**config.mk**
```make
export PLATFORM = sky130hd
export DESIGN_NAME = dcacheTop
export DESIGN_NICKNAME = d
export VERILOG_FILES = /design/src/verilog/dcachePkg.sv /design/src/verilog/dcacheTagStage.sv /design/src/verilog/dcacheController.sv /design/src/verilog/dcacheDataStage.sv /design/src/verilog/dcacheTop.sv
export SDC_FILE = /design/constraint.sdc
export NUM_CORES = 2
export LEC_CHECK = 0
export BUFFER_PORTS_ARGS = -buffer_cell sky130_fd_sc_hd__buf_4
export CORE_MARGIN = 2
export CORE_UTILIZATION = 55
export CTS_CLUSTER_SIZE = 16
export DETAILED_ROUTE_END_ITERATION = 8
export MAX_ROUTING_LAYER = met4
export PLACE_DENSITY_LB_ADDON = 0.2
export REMOVE_ABC_BUFFERS = 1
export SYNTH_ARGS = -nofsm -noshare
export SYNTH_HDL_FRONTEND = slang
export SYNTH_SLANG_ARGS = --single-unit
```
**constraint.sdc**
```tcl
create_clock -name clk -period 6.7 [get_ports clk]
set_input_delay 0 -clock clk [delete_from_list [all_inputs] [get_ports clk]]
set_output_delay 0 -clock clk [all_outputs]
set_load 0.01 [all_outputs]
```
**src/verilog/dcachePkg.sv**
```systemverilog
// Cache geometry and address split helpers
// Request, lookup and command structs, controller states
`default_nettype none

package dcachePkg;

    // ------------------------------
    // Geometry
    // ------------------------------
    localparam int NUM_WAYS    = 2;
    localparam int NUM_SETS    = 4;
    localparam int BLOCK_WORDS = 4;
    localparam int WORD_BYTES  = 4;

    // Address split, tag above set above word above byte
    localparam int WAY_BITS  = $clog2(NUM_WAYS);
    localparam int SET_BITS  = $clog2(NUM_SETS);
    localparam int WORD_BITS = $clog2(BLOCK_WORDS);
    localparam int BYTE_BITS = $clog2(WORD_BYTES);
    localparam int TAG_BITS  = 32 - SET_BITS - WORD_BITS - BYTE_BITS;

    // ------------------------------
    // Types
    // ------------------------------

    // One processor access
    typedef struct packed {
        logic [31:0]           addr;
        logic [31:0]           wData;
        logic [WORD_BYTES-1:0] byteMask;
        logic                  isWrite;
    } cpuReqT;

    // Captured request plus the tag lookup result
    typedef struct packed {
        logic                 valid;
        cpuReqT               req;
        logic [SET_BITS-1:0]  set;
        logic [TAG_BITS-1:0]  tag;
        logic [WORD_BITS-1:0] wordIdx;
        logic                 hit;
        logic [WAY_BITS-1:0]  hitWay;
        logic [WAY_BITS-1:0]  victimWay;
        logic                 victimDirty;
        logic [TAG_BITS-1:0]  victimTag;
    } lookupT;

    // Update to the tag, valid, dirty and LRU arrays
    typedef struct packed {
        logic                we;
        logic [WAY_BITS-1:0] way;
        logic [SET_BITS-1:0] set;
        logic [TAG_BITS-1:0] tag;
        logic                setValid;
        logic                setDirty;
        logic                touchLru;
    } tagCmdT;

    // Write port and read select for the block storage
    typedef struct packed {
        logic                  we;
        logic [WAY_BITS-1:0]   way;
        logic [SET_BITS-1:0]   set;
        logic [WORD_BITS-1:0]  wordIdx;
        logic [31:0]           wData;
        logic [WORD_BYTES-1:0] byteMask;
        logic [WAY_BITS-1:0]   rdWay;
        logic [WORD_BITS-1:0]  rdWord;
    } dataCmdT;

    // Miss handling states
    typedef enum logic [1:0] {
        S_LOOKUP,
        S_WRITEBACK,
        S_FILL,
        S_FINISH
    } ctrlStateT;

    // ------------------------------
    // Address helpers
    // ------------------------------
    function automatic logic [TAG_BITS-1:0] addrTag(input logic [31:0] addr);
        return addr[31 -: TAG_BITS];
    endfunction

    function automatic logic [SET_BITS-1:0] addrSet(input logic [31:0] addr);
        return addr[BYTE_BITS + WORD_BITS +: SET_BITS];
    endfunction

    function automatic logic [WORD_BITS-1:0] addrWord(input logic [31:0] addr);
        return addr[BYTE_BITS +: WORD_BITS];
    endfunction

    // Word address on the bus, byte offset always zero
    function automatic logic [31:0] blockAddr(input logic [TAG_BITS-1:0]  tag,
                                              input logic [SET_BITS-1:0]  set,
                                              input logic [WORD_BITS-1:0] word);
        return {tag, set, word, {BYTE_BITS{1'b0}}};
    endfunction

endpackage

`default_nettype wire

```
**src/verilog/dcacheTagStage.sv**
```systemverilog
// Request register and tag/valid/dirty/LRU arrays
// Hit detection and victim choice for the captured set
`timescale 1ns/1ps
`default_nettype none

module dcacheTagStage
    import dcachePkg::*;
(
    input  logic   clk,
    input  logic   rstN,
    input  logic   req,
    input  cpuReqT reqData,
    input  logic   invalidate,
    input  logic   stall,
    input  tagCmdT tagCmd,
    output lookupT lookup
);

    // Captured request
    cpuReqT reqReg;
    logic   reqValid;

    // Per way, per set state
    logic [TAG_BITS-1:0]               tagArr [NUM_WAYS][NUM_SETS];
    logic [NUM_WAYS-1:0][NUM_SETS-1:0] validArr;
    logic [NUM_WAYS-1:0][NUM_SETS-1:0] dirtyArr;
    // LRU bit names the least recently used way
    logic [NUM_SETS-1:0]               lruArr;

    // Lookup signals
    logic [SET_BITS-1:0] curSet;
    logic [TAG_BITS-1:0] curTag;
    logic [NUM_WAYS-1:0] wayHit;
    logic [WAY_BITS-1:0] hitWay;
    logic [WAY_BITS-1:0] victimWay;

    // ------------------------------
    // Request capture
    // ------------------------------

    // Accept only when not stalled, hold otherwise
    always_ff @(posedge clk) begin
        if (!rstN) begin
            reqValid <= 1'b0;
        end else if (!stall) begin
            reqValid <= req;
        end
    end

    // Payload register
    always_ff @(posedge clk) begin
        if (req && !stall) begin
            reqReg <= reqData;
        end
    end

    assign curSet = addrSet(reqReg.addr);
    assign curTag = addrTag(reqReg.addr);

    // ------------------------------
    // Lookup
    // ------------------------------
    always_comb begin
        hitWay = '0;
        for (int w = 0; w < NUM_WAYS; w++) begin
            wayHit[w] = validArr[w][curSet] && (tagArr[w][curSet] == curTag);
            if (wayHit[w]) begin
                hitWay = WAY_BITS'(w);
            end
        end
    end

    // Lowest invalid way first, else the LRU way
    always_comb begin
        victimWay = lruArr[curSet];
        for (int w = NUM_WAYS - 1; w >= 0; w--) begin
            if (!validArr[w][curSet]) begin
                victimWay = WAY_BITS'(w);
            end
        end
    end

    always_comb begin
        lookup             = '0;
        lookup.valid       = reqValid;
        lookup.req         = reqReg;
        lookup.set         = curSet;
        lookup.tag         = curTag;
        lookup.wordIdx     = addrWord(reqReg.addr);
        lookup.hit         = |wayHit;
        lookup.hitWay      = hitWay;
        lookup.victimWay   = victimWay;
        // Invalid ways are never dirty
        lookup.victimDirty = validArr[victimWay][curSet] && dirtyArr[victimWay][curSet];
        lookup.victimTag   = tagArr[victimWay][curSet];
    end

    // ------------------------------
    // Array updates
    // ------------------------------
    always_ff @(posedge clk) begin
        if (tagCmd.we) begin
            tagArr[tagCmd.way][tagCmd.set] <= tagCmd.tag;
        end
    end

    always_ff @(posedge clk) begin
        if (!rstN) begin
            validArr <= '0;
            dirtyArr <= '0;
            lruArr   <= '0;
        end else begin
            if (tagCmd.we) begin
                validArr[tagCmd.way][tagCmd.set] <= tagCmd.setValid;
                dirtyArr[tagCmd.way][tagCmd.set] <= tagCmd.setDirty;
            end
            // Other way becomes LRU
            if (tagCmd.touchLru) begin
                lruArr[tagCmd.set] <= ~tagCmd.way;
            end
            // Flush wins over any same-cycle update, dirty lines dropped
            if (invalidate && !stall) begin
                validArr <= '0;
                dirtyArr <= '0;
            end
        end
    end

    // Controller only fills on a miss, so no tag is ever held twice in a set
    assert property (@(posedge clk) disable iff (!rstN) reqValid |-> $onehot0(wayHit));

endmodule

`default_nettype wire

```
**src/verilog/dcacheController.sv**
```systemverilog
// Miss handling FSM with word counter and bus outputs
// Stall, done and the tag and data commands
`timescale 1ns/1ps
`default_nettype none

module dcacheController
    import dcachePkg::*;
(
    input  logic        clk,
    input  logic        rstN,
    input  lookupT      lookup,
    input  logic [31:0] rdWord,
    input  logic        busReady,
    input  logic [31:0] busRData,
    output tagCmdT      tagCmd,
    output dataCmdT     dataCmd,
    output logic        stall,
    output logic        done,
    output logic [31:0] rdData,
    output logic        busRequest,
    output logic        busWrite,
    output logic [31:0] busAddr,
    output logic [31:0] busWData
);

    ctrlStateT            state;
    ctrlStateT            nextState;
    logic [WORD_BITS-1:0] wordCnt;
    logic                 lastWord;
    logic                 missNow;
    logic                 hitNow;
    logic                 beat;

    // ------------------------------
    // Status decode
    // ------------------------------
    assign missNow = (state == S_LOOKUP) && lookup.valid && !lookup.hit;

    // Finish replays the access on the freshly filled way
    assign hitNow = ((state == S_LOOKUP) && lookup.valid && lookup.hit) ||
                    (state == S_FINISH);

    assign lastWord = (wordCnt == WORD_BITS'(BLOCK_WORDS - 1));

    // One word moves on the bus
    assign beat = busRequest && busReady;

    // ------------------------------
    // FSM
    // ------------------------------
    always_comb begin
        nextState = state;
        case (state)
            S_LOOKUP: begin
                if (missNow) begin
                    nextState = lookup.victimDirty ? S_WRITEBACK : S_FILL;
                end
            end
            S_WRITEBACK: begin
                if (busReady && lastWord) begin
                    nextState = S_FILL;
                end
            end
            S_FILL: begin
                if (busReady && lastWord) begin
                    nextState = S_FINISH;
                end
            end
            S_FINISH: begin
                nextState = S_LOOKUP;
            end
            default: begin
                nextState = S_LOOKUP;
            end
        endcase
    end

    // Counter wraps to zero between write-back and fill
    always_ff @(posedge clk) begin
        if (!rstN) begin
            state   <= S_LOOKUP;
            wordCnt <= '0;
        end else begin
            state <= nextState;
            if (missNow) begin
                wordCnt <= '0;
            end else if (beat) begin
                wordCnt <= wordCnt + 1'b1;
            end
        end
    end

    // ------------------------------
    // Processor and bus outputs
    // ------------------------------
    assign busRequest = (state == S_WRITEBACK) || (state == S_FILL);
    assign busWrite   = (state == S_WRITEBACK);
    assign stall      = missNow || busRequest;
    assign done       = hitNow;
    assign rdData     = rdWord;
    // Victim word read out during write-back
    assign busWData   = rdWord;

    // Old line address on write-back, requested line on fill
    assign busAddr = busWrite ? blockAddr(lookup.victimTag, lookup.set, wordCnt)
                              : blockAddr(lookup.tag, lookup.set, wordCnt);

    // ------------------------------
    // Tag and data commands
    // ------------------------------
    always_comb begin
        // Defaults aim at the hit way
        tagCmd          = '0;
        tagCmd.way      = lookup.hitWay;
        tagCmd.set      = lookup.set;
        tagCmd.tag      = lookup.tag;
        dataCmd          = '0;
        dataCmd.way      = lookup.hitWay;
        dataCmd.set      = lookup.set;
        dataCmd.wordIdx  = lookup.wordIdx;
        dataCmd.wData    = lookup.req.wData;
        dataCmd.byteMask = lookup.req.byteMask;
        dataCmd.rdWay    = lookup.hitWay;
        dataCmd.rdWord   = lookup.wordIdx;

        case (state)
            S_WRITEBACK: begin
                dataCmd.rdWay  = lookup.victimWay;
                dataCmd.rdWord = wordCnt;
            end
            S_FILL: begin
                // Whole words from the bus into the victim way
                dataCmd.we       = busReady;
                dataCmd.way      = lookup.victimWay;
                dataCmd.wordIdx  = wordCnt;
                dataCmd.wData    = busRData;
                dataCmd.byteMask = '1;
                // New tag lands with the last word, line clean
                if (busReady && lastWord) begin
                    tagCmd.we       = 1'b1;
                    tagCmd.way      = lookup.victimWay;
                    tagCmd.setValid = 1'b1;
                    tagCmd.setDirty = 1'b0;
                end
            end
            default: begin
            end
        endcase

        // Hits touch LRU, stores merge bytes and mark dirty
        if (hitNow) begin
            tagCmd.touchLru = 1'b1;
            tagCmd.we       = lookup.req.isWrite;
            tagCmd.setValid = 1'b1;
            tagCmd.setDirty = 1'b1;
            dataCmd.we      = lookup.req.isWrite;
        end
    end

    // ------------------------------
    // Checks
    // ------------------------------

    // Bus only runs for a held request that still misses
    assert property (@(posedge clk) disable iff (!rstN)
                     busRequest |-> lookup.valid && !lookup.hit);

    assert property (@(posedge clk) disable iff (!rstN) done |-> !stall);

    // Tag write at the last fill beat must show up as a hit in finish
    assert property (@(posedge clk) disable iff (!rstN) state == S_FINISH |-> lookup.hit);

    // Bus address held until the word is taken
    assert property (@(posedge clk) disable iff (!rstN)
                     busRequest && !busReady |=> $stable(busAddr));

endmodule

`default_nettype wire

```
**src/verilog/dcacheDataStage.sv**
```systemverilog
// Two-way block storage in flip-flops
// Byte-masked word writes and combinational word read
`timescale 1ns/1ps
`default_nettype none

module dcacheDataStage
    import dcachePkg::*;
(
    input  logic        clk,
    input  dataCmdT     dataCmd,
    output logic [31:0] rdWord
);

    // ------------------------------
    // Storage
    // ------------------------------

    // Way, set, word
    logic [31:0] blockMem [NUM_WAYS][NUM_SETS][BLOCK_WORDS];

    // Current content of the word being written
    logic [31:0] oldWord;

    // Old word with masked bytes replaced
    logic [31:0] mergedWord;

    // ------------------------------
    // Write path
    // ------------------------------
    assign oldWord = blockMem[dataCmd.way][dataCmd.set][dataCmd.wordIdx];

    // Byte lane select
    always_comb begin
        for (int b = 0; b < WORD_BYTES; b++) begin
            if (dataCmd.byteMask[b]) begin
                mergedWord[b*8 +: 8] = dataCmd.wData[b*8 +: 8];
            end else begin
                mergedWord[b*8 +: 8] = oldWord[b*8 +: 8];
            end
        end
    end

    // Fill writes carry a full mask, stores their own
    always_ff @(posedge clk) begin
        if (dataCmd.we) begin
            blockMem[dataCmd.way][dataCmd.set][dataCmd.wordIdx] <= mergedWord;
        end
    end

    // ------------------------------
    // Read path
    // ------------------------------

    // Same port serves hit reads and write-back words
    assign rdWord = blockMem[dataCmd.rdWay][dataCmd.set][dataCmd.rdWord];

    // ------------------------------
    // Checks
    // ------------------------------

    // An empty mask would mark a line dirty with nothing written
    assert property (@(posedge clk) dataCmd.we |-> dataCmd.byteMask != '0);

endmodule

`default_nettype wire

```
**src/verilog/dcacheTop.sv**
```systemverilog
// Data cache top level
// Tag stage, controller and data stage wiring
`timescale 1ns/1ps
`default_nettype none

module dcacheTop
    import dcachePkg::*;
(
    // Processor side
    input  logic        clk,
    input  logic        rstN,
    input  logic        req,
    input  cpuReqT      reqData,
    input  logic        invalidate,
    output logic        stall,
    output logic        done,
    output logic [31:0] rdData,
    // Memory bus
    output logic        busRequest,
    output logic        busWrite,
    output logic [31:0] busAddr,
    output logic [31:0] busWData,
    input  logic        busReady,
    input  logic [31:0] busRData
);

    // Stage links
    lookupT      lookup;
    tagCmdT      tagCmd;
    dataCmdT     dataCmd;
    logic [31:0] rdWord;

    // Request capture and tag lookup
    dcacheTagStage u_tagStage (
        .clk        (clk),
        .rstN       (rstN),
        .req        (req),
        .reqData    (reqData),
        .invalidate (invalidate),
        .stall      (stall),
        .tagCmd     (tagCmd),
        .lookup     (lookup)
    );

    // Hit and miss sequencing
    dcacheController u_controller (
        .clk        (clk),
        .rstN       (rstN),
        .lookup     (lookup),
        .rdWord     (rdWord),
        .busReady   (busReady),
        .busRData   (busRData),
        .tagCmd     (tagCmd),
        .dataCmd    (dataCmd),
        .stall      (stall),
        .done       (done),
        .rdData     (rdData),
        .busRequest (busRequest),
        .busWrite   (busWrite),
        .busAddr    (busAddr),
        .busWData   (busWData)
    );

    // Block storage
    dcacheDataStage u_dataStage (
        .clk     (clk),
        .dataCmd (dataCmd),
        .rdWord  (rdWord)
    );

endmodule

`default_nettype wire

```
==> flow_metrics.env <==
export IMPL_hold_class="in -> reg"
export IMPL_yosysTopAreaCell="edfxtp_1"
export IMPL_syn_avg_cell_area_um2=16.0
export IMPL_cpMostUsedCell="buf_4"
export IMPL_ctsHtreeMaxLevel=4
export IMPL_yosys_register_bits=1324
export IMPL_gp_congestion=0.848
export IMPL_fill_cells=7178
export IMPL_dr_wl_met3_um=13600
export IMPL_routed_wl_um=156000
export IMPL_die_area_um2=107000
export IMPL_yosysWarnings=0
export IMPL_setup_viol=0
export IMPL_ir_worst_vdd_uv=282
export IMPL_drv_cap=0
export IMPL_grt_antenna_before_repair=0
export IMPL_grt_max_degree=208
export IMPL_switchingPower_uw=7080
export IMPL_ys_seq_area_share_pct=68.6
export IMPL_min_period_ns=6.19
export IMPL_ant_nets=0
export IMPL_grt_pass1_wl_um=225000
export IMPL_cp_slowest_cell="edfxtp_1"
export IMPL_grtUsageTotal_pct=29.8
export IMPL_relSlewSlack_pct=13.8
export IMPL_syn_inst=3592
export IMPL_synth_async_reset_ratio_pct=0
export IMPL_drt_iter0_drc=4155
export IMPL_wl_per_cell_um=28.5
export IMPL_hold_slack_ns=-0.0144
export IMPL_clock_skew_ns=0.0298
export IMPL_seq_power_share_pct=45.5
export IMPL_row_count=118
export IMPL_intPower_uw=16800
export IMPL_initial_core_util_pct=55.6
export IMPL_synthFlopType="edfxtp_1"
export IMPL_io_pins=206
export IMPL_vias=35000
export IMPL_cts_tree="yes"
export IMPL_clockRootBuffer="clkbuf_16"
export IMPL_yosys_top_cells_area="edfxtp_1, mux4_2, mux2i_1"
export IMPL_status="finished, violations left"
export IMPL_insertion_delay_ns=0.76
export IMPL_crit_arrival_ns=6.19
export IMPL_violations="hold timing"
export IMPL_crit_required_ns=6.70
export IMPL_period_share_pct=92.4
export IMPL_fin_tns_setup_ns=0
export IMPL_coreArea_um2=104000
export IMPL_yosysMostFrequentCell="edfxtp_1"
export IMPL_leakagePower_uw=0.0234
export IMPL_fmax_ghz=0.162
export IMPL_switching_share_pct=29.7
export IMPL_crit_type="reg -> out"
export IMPL_slew_violations=0
export IMPL_syn_area_um2=57600
export IMPL_finalHoldViolCount=15
export IMPL_cts_made_buffers=138
export IMPL_tightest_slew_ns=1.29
export IMPL_wl_met2_um=76700
export IMPL_comb_power_share_pct=23.7
export IMPL_die_height_um=328
export IMPL_cts_sinks=1324
export IMPL_first_pass_iters=5
export IMPL_nNetsFinal=4081
export IMPL_path_clk_slew_ns=0.06
export IMPL_synthTopCellsByCount="edfxtp_1, nand2_1, mux2i_1"
export IMPL_drive_gt1_share_pct=24.2
export IMPL_cp_end_kind="output port"
export IMPL_critPathMaxStageDelay_ns=0.99
export IMPL_crit_fanout=30
export IMPL_pwr_density_cell_nw_per_um2=354
export IMPL_viasPerCell=6.41
export IMPL_power_frac_clock_pct=30.8
export IMPL_wirelength_met1_um=60500
export IMPL_route_detailed_drc=0
export IMPL_globalRouteOverflowTotal=0
export IMPL_highest_layer="met4"
export IMPL_grt_pass1_vias=34100
export IMPL_cts_buffer_depth=3
export IMPL_hpwl_um=87800
export IMPL_rsz0062_at_grt="false"
export IMPL_synth_top_area_share_pct=67.7
export IMPL_postCtsSetupBuffers=0
export IMPL_synthToLayoutAreaGrowth_pct=17.1
export IMPL_path_cells="buf_4, buf_4, mux2i_1, o22ai_1, a2111oi_0, o2111a_1, o2111a_1, mux2i_4, buf_4, buf_4, mux2i_1, a22o_1, a221oi_1, buf_4"
export IMPL_crit_path_start_kind="flop"
export IMPL_portBuffers=201
export IMPL_fp_dieW_um=328
export IMPL_synth_cell_types=57
export IMPL_p_total_uw=23900
export IMPL_synth_edf_count=1299
## metrics by stage
| step | utilization (%) | instance area [um^2] | std cells | setup slack, ns | hold slack (ns) |
|---|---|---|---|---|---|
| floorplan | - | 56300 | 3310 | -23.67 | 0.0989 |
| global placement | 59.4 | 61500 | 5058 | 1.01 | 0.178 |
| detailed placement | 59.4 | 61500 | 5058 | 0.923 | 0.179 |
| CTS | 65.0 | 67400 | 5459 | 0.474 | 0.00204 |
| global route | 65.1 | 67400 | 5460 | 0.214 | 0.00792 |
| finish | 65.1 | 67400 | 5461 | 0.512 | -0.0144 |
## layer usage
metal  track usage [%]  vias up
met4              9.95        0
met2              47.6     1790
met1              39.6    17800
met5                 -        -
met3              4.51      315
li1                  -    15100
## critical path: cells and delay by family (launching register included)
| kind | cells | cell delay [ns] |
|---|---|---|
| AOI/OAI and AO/OA | 6 | 2.08 |
| muxes | 3 | 0.72 |
| DFF | 1 | 0.99 |
| buffers and inverters | 5 | 1.59 |
## repair_timing
| action | in CTS | in global routing |
|---|---|---|
| gates resized for setup | 0 | 0 |
| hold buffers | 151 | 0 |
| hold endpoints to repair | 323 | 0 |
| setup endpoints to repair | 0 | 0 |
## sequential cells by signal, summed over array words and instances, names as in the netlist
| name | cells |
|---|---|
| u_controller.state | 2 |
| u_controller.wordCnt | 2 |
| u_dataStage.blockMem | 1024 |
| u_tagStage.dirtyArr | 8 |
| u_tagStage.lookup | 67 |
| u_tagStage.lruArr | 4 |
| u_tagStage.reqValid | 1 |
| u_tagStage.tagArr | 208 |
| u_tagStage.validArr | 8 |
## cells in the final DEF (no fill, tap or decap), types with 18 or more instances in the layout
master,n
edfxtp_1,1299
nand2_1,358
buf_4,350
mux2i_1,333
o21ai_0,278
mux4_2,174
mux2_2,166
dlygate4sd3_1,151
clkbuf_16,140
a221oi_1,115
a21oi_1,55
xnor2_1,40
nand2b_1,39
nor2_1,36
clkbuf_1,36
a22o_1,34
mux2_1,34
o22ai_1,33
o211ai_1,32
clkinv_1,32
o21a_1,30
a31oi_2,29
dfxtp_1,25
nor3_2,20
buf_12,18
## layout make-up
| cell class | count | area, um^2 | area share (%) |
|---|---|---|---|
| antenna | 1 | 2.50 | 0.00371 |
| clock buffer | 180 | 3690 | 5.48 |
| clock inverter | 70 | 646 | 0.958 |
| inverter | 9 | 33.8 | 0.0501 |
| multi-input combinational | 1977 | 17300 | 25.7 |
| sequential | 1324 | 39500 | 58.6 |
| tap | 1380 | 1730 | 2.56 |
| timing repair buffer | 520 | 4510 | 6.69 |
## cells by family after synthesis
group | share of synthesized area, %
DFF | 68.6
muxes | 16.6
AOI/OAI and AO/OA | 7.47
and+or+nand+nor | 4.15
buffers and inverters | 2.33
xor gates and xnor gates | 0.730
adders and majority gates | 0.109
other | 0.00651
## final timing paths
kind / from / endpoint / slack, ns / cells past startpoint
max: u_tagStage.lookup[58] / busWData[8] / 0.51 / 14
min: busRData[24] / u_dataStage.blockMem[1][248] / -0.01 / 3
max reg2reg: u_tagStage.lookup[58] / u_dataStage.blockMem[0][446] / 0.87 / 11
min reg2reg: u_tagStage.validArr[4] / u_tagStage.validArr[4] / 0.45 / 2
## power groups by stage
stage	registers (uW)	clock network [uW]	logic [uW]
after floorplan	11400	0	3920
after global placement	11000	0	5390
after detailed placement	11000	0	5490
after CTS	10900	7450	5580
after global routing	10900	7770	6040
final	10800	7360	5660
Note: power is estimated with default switching activity, not from simulation.
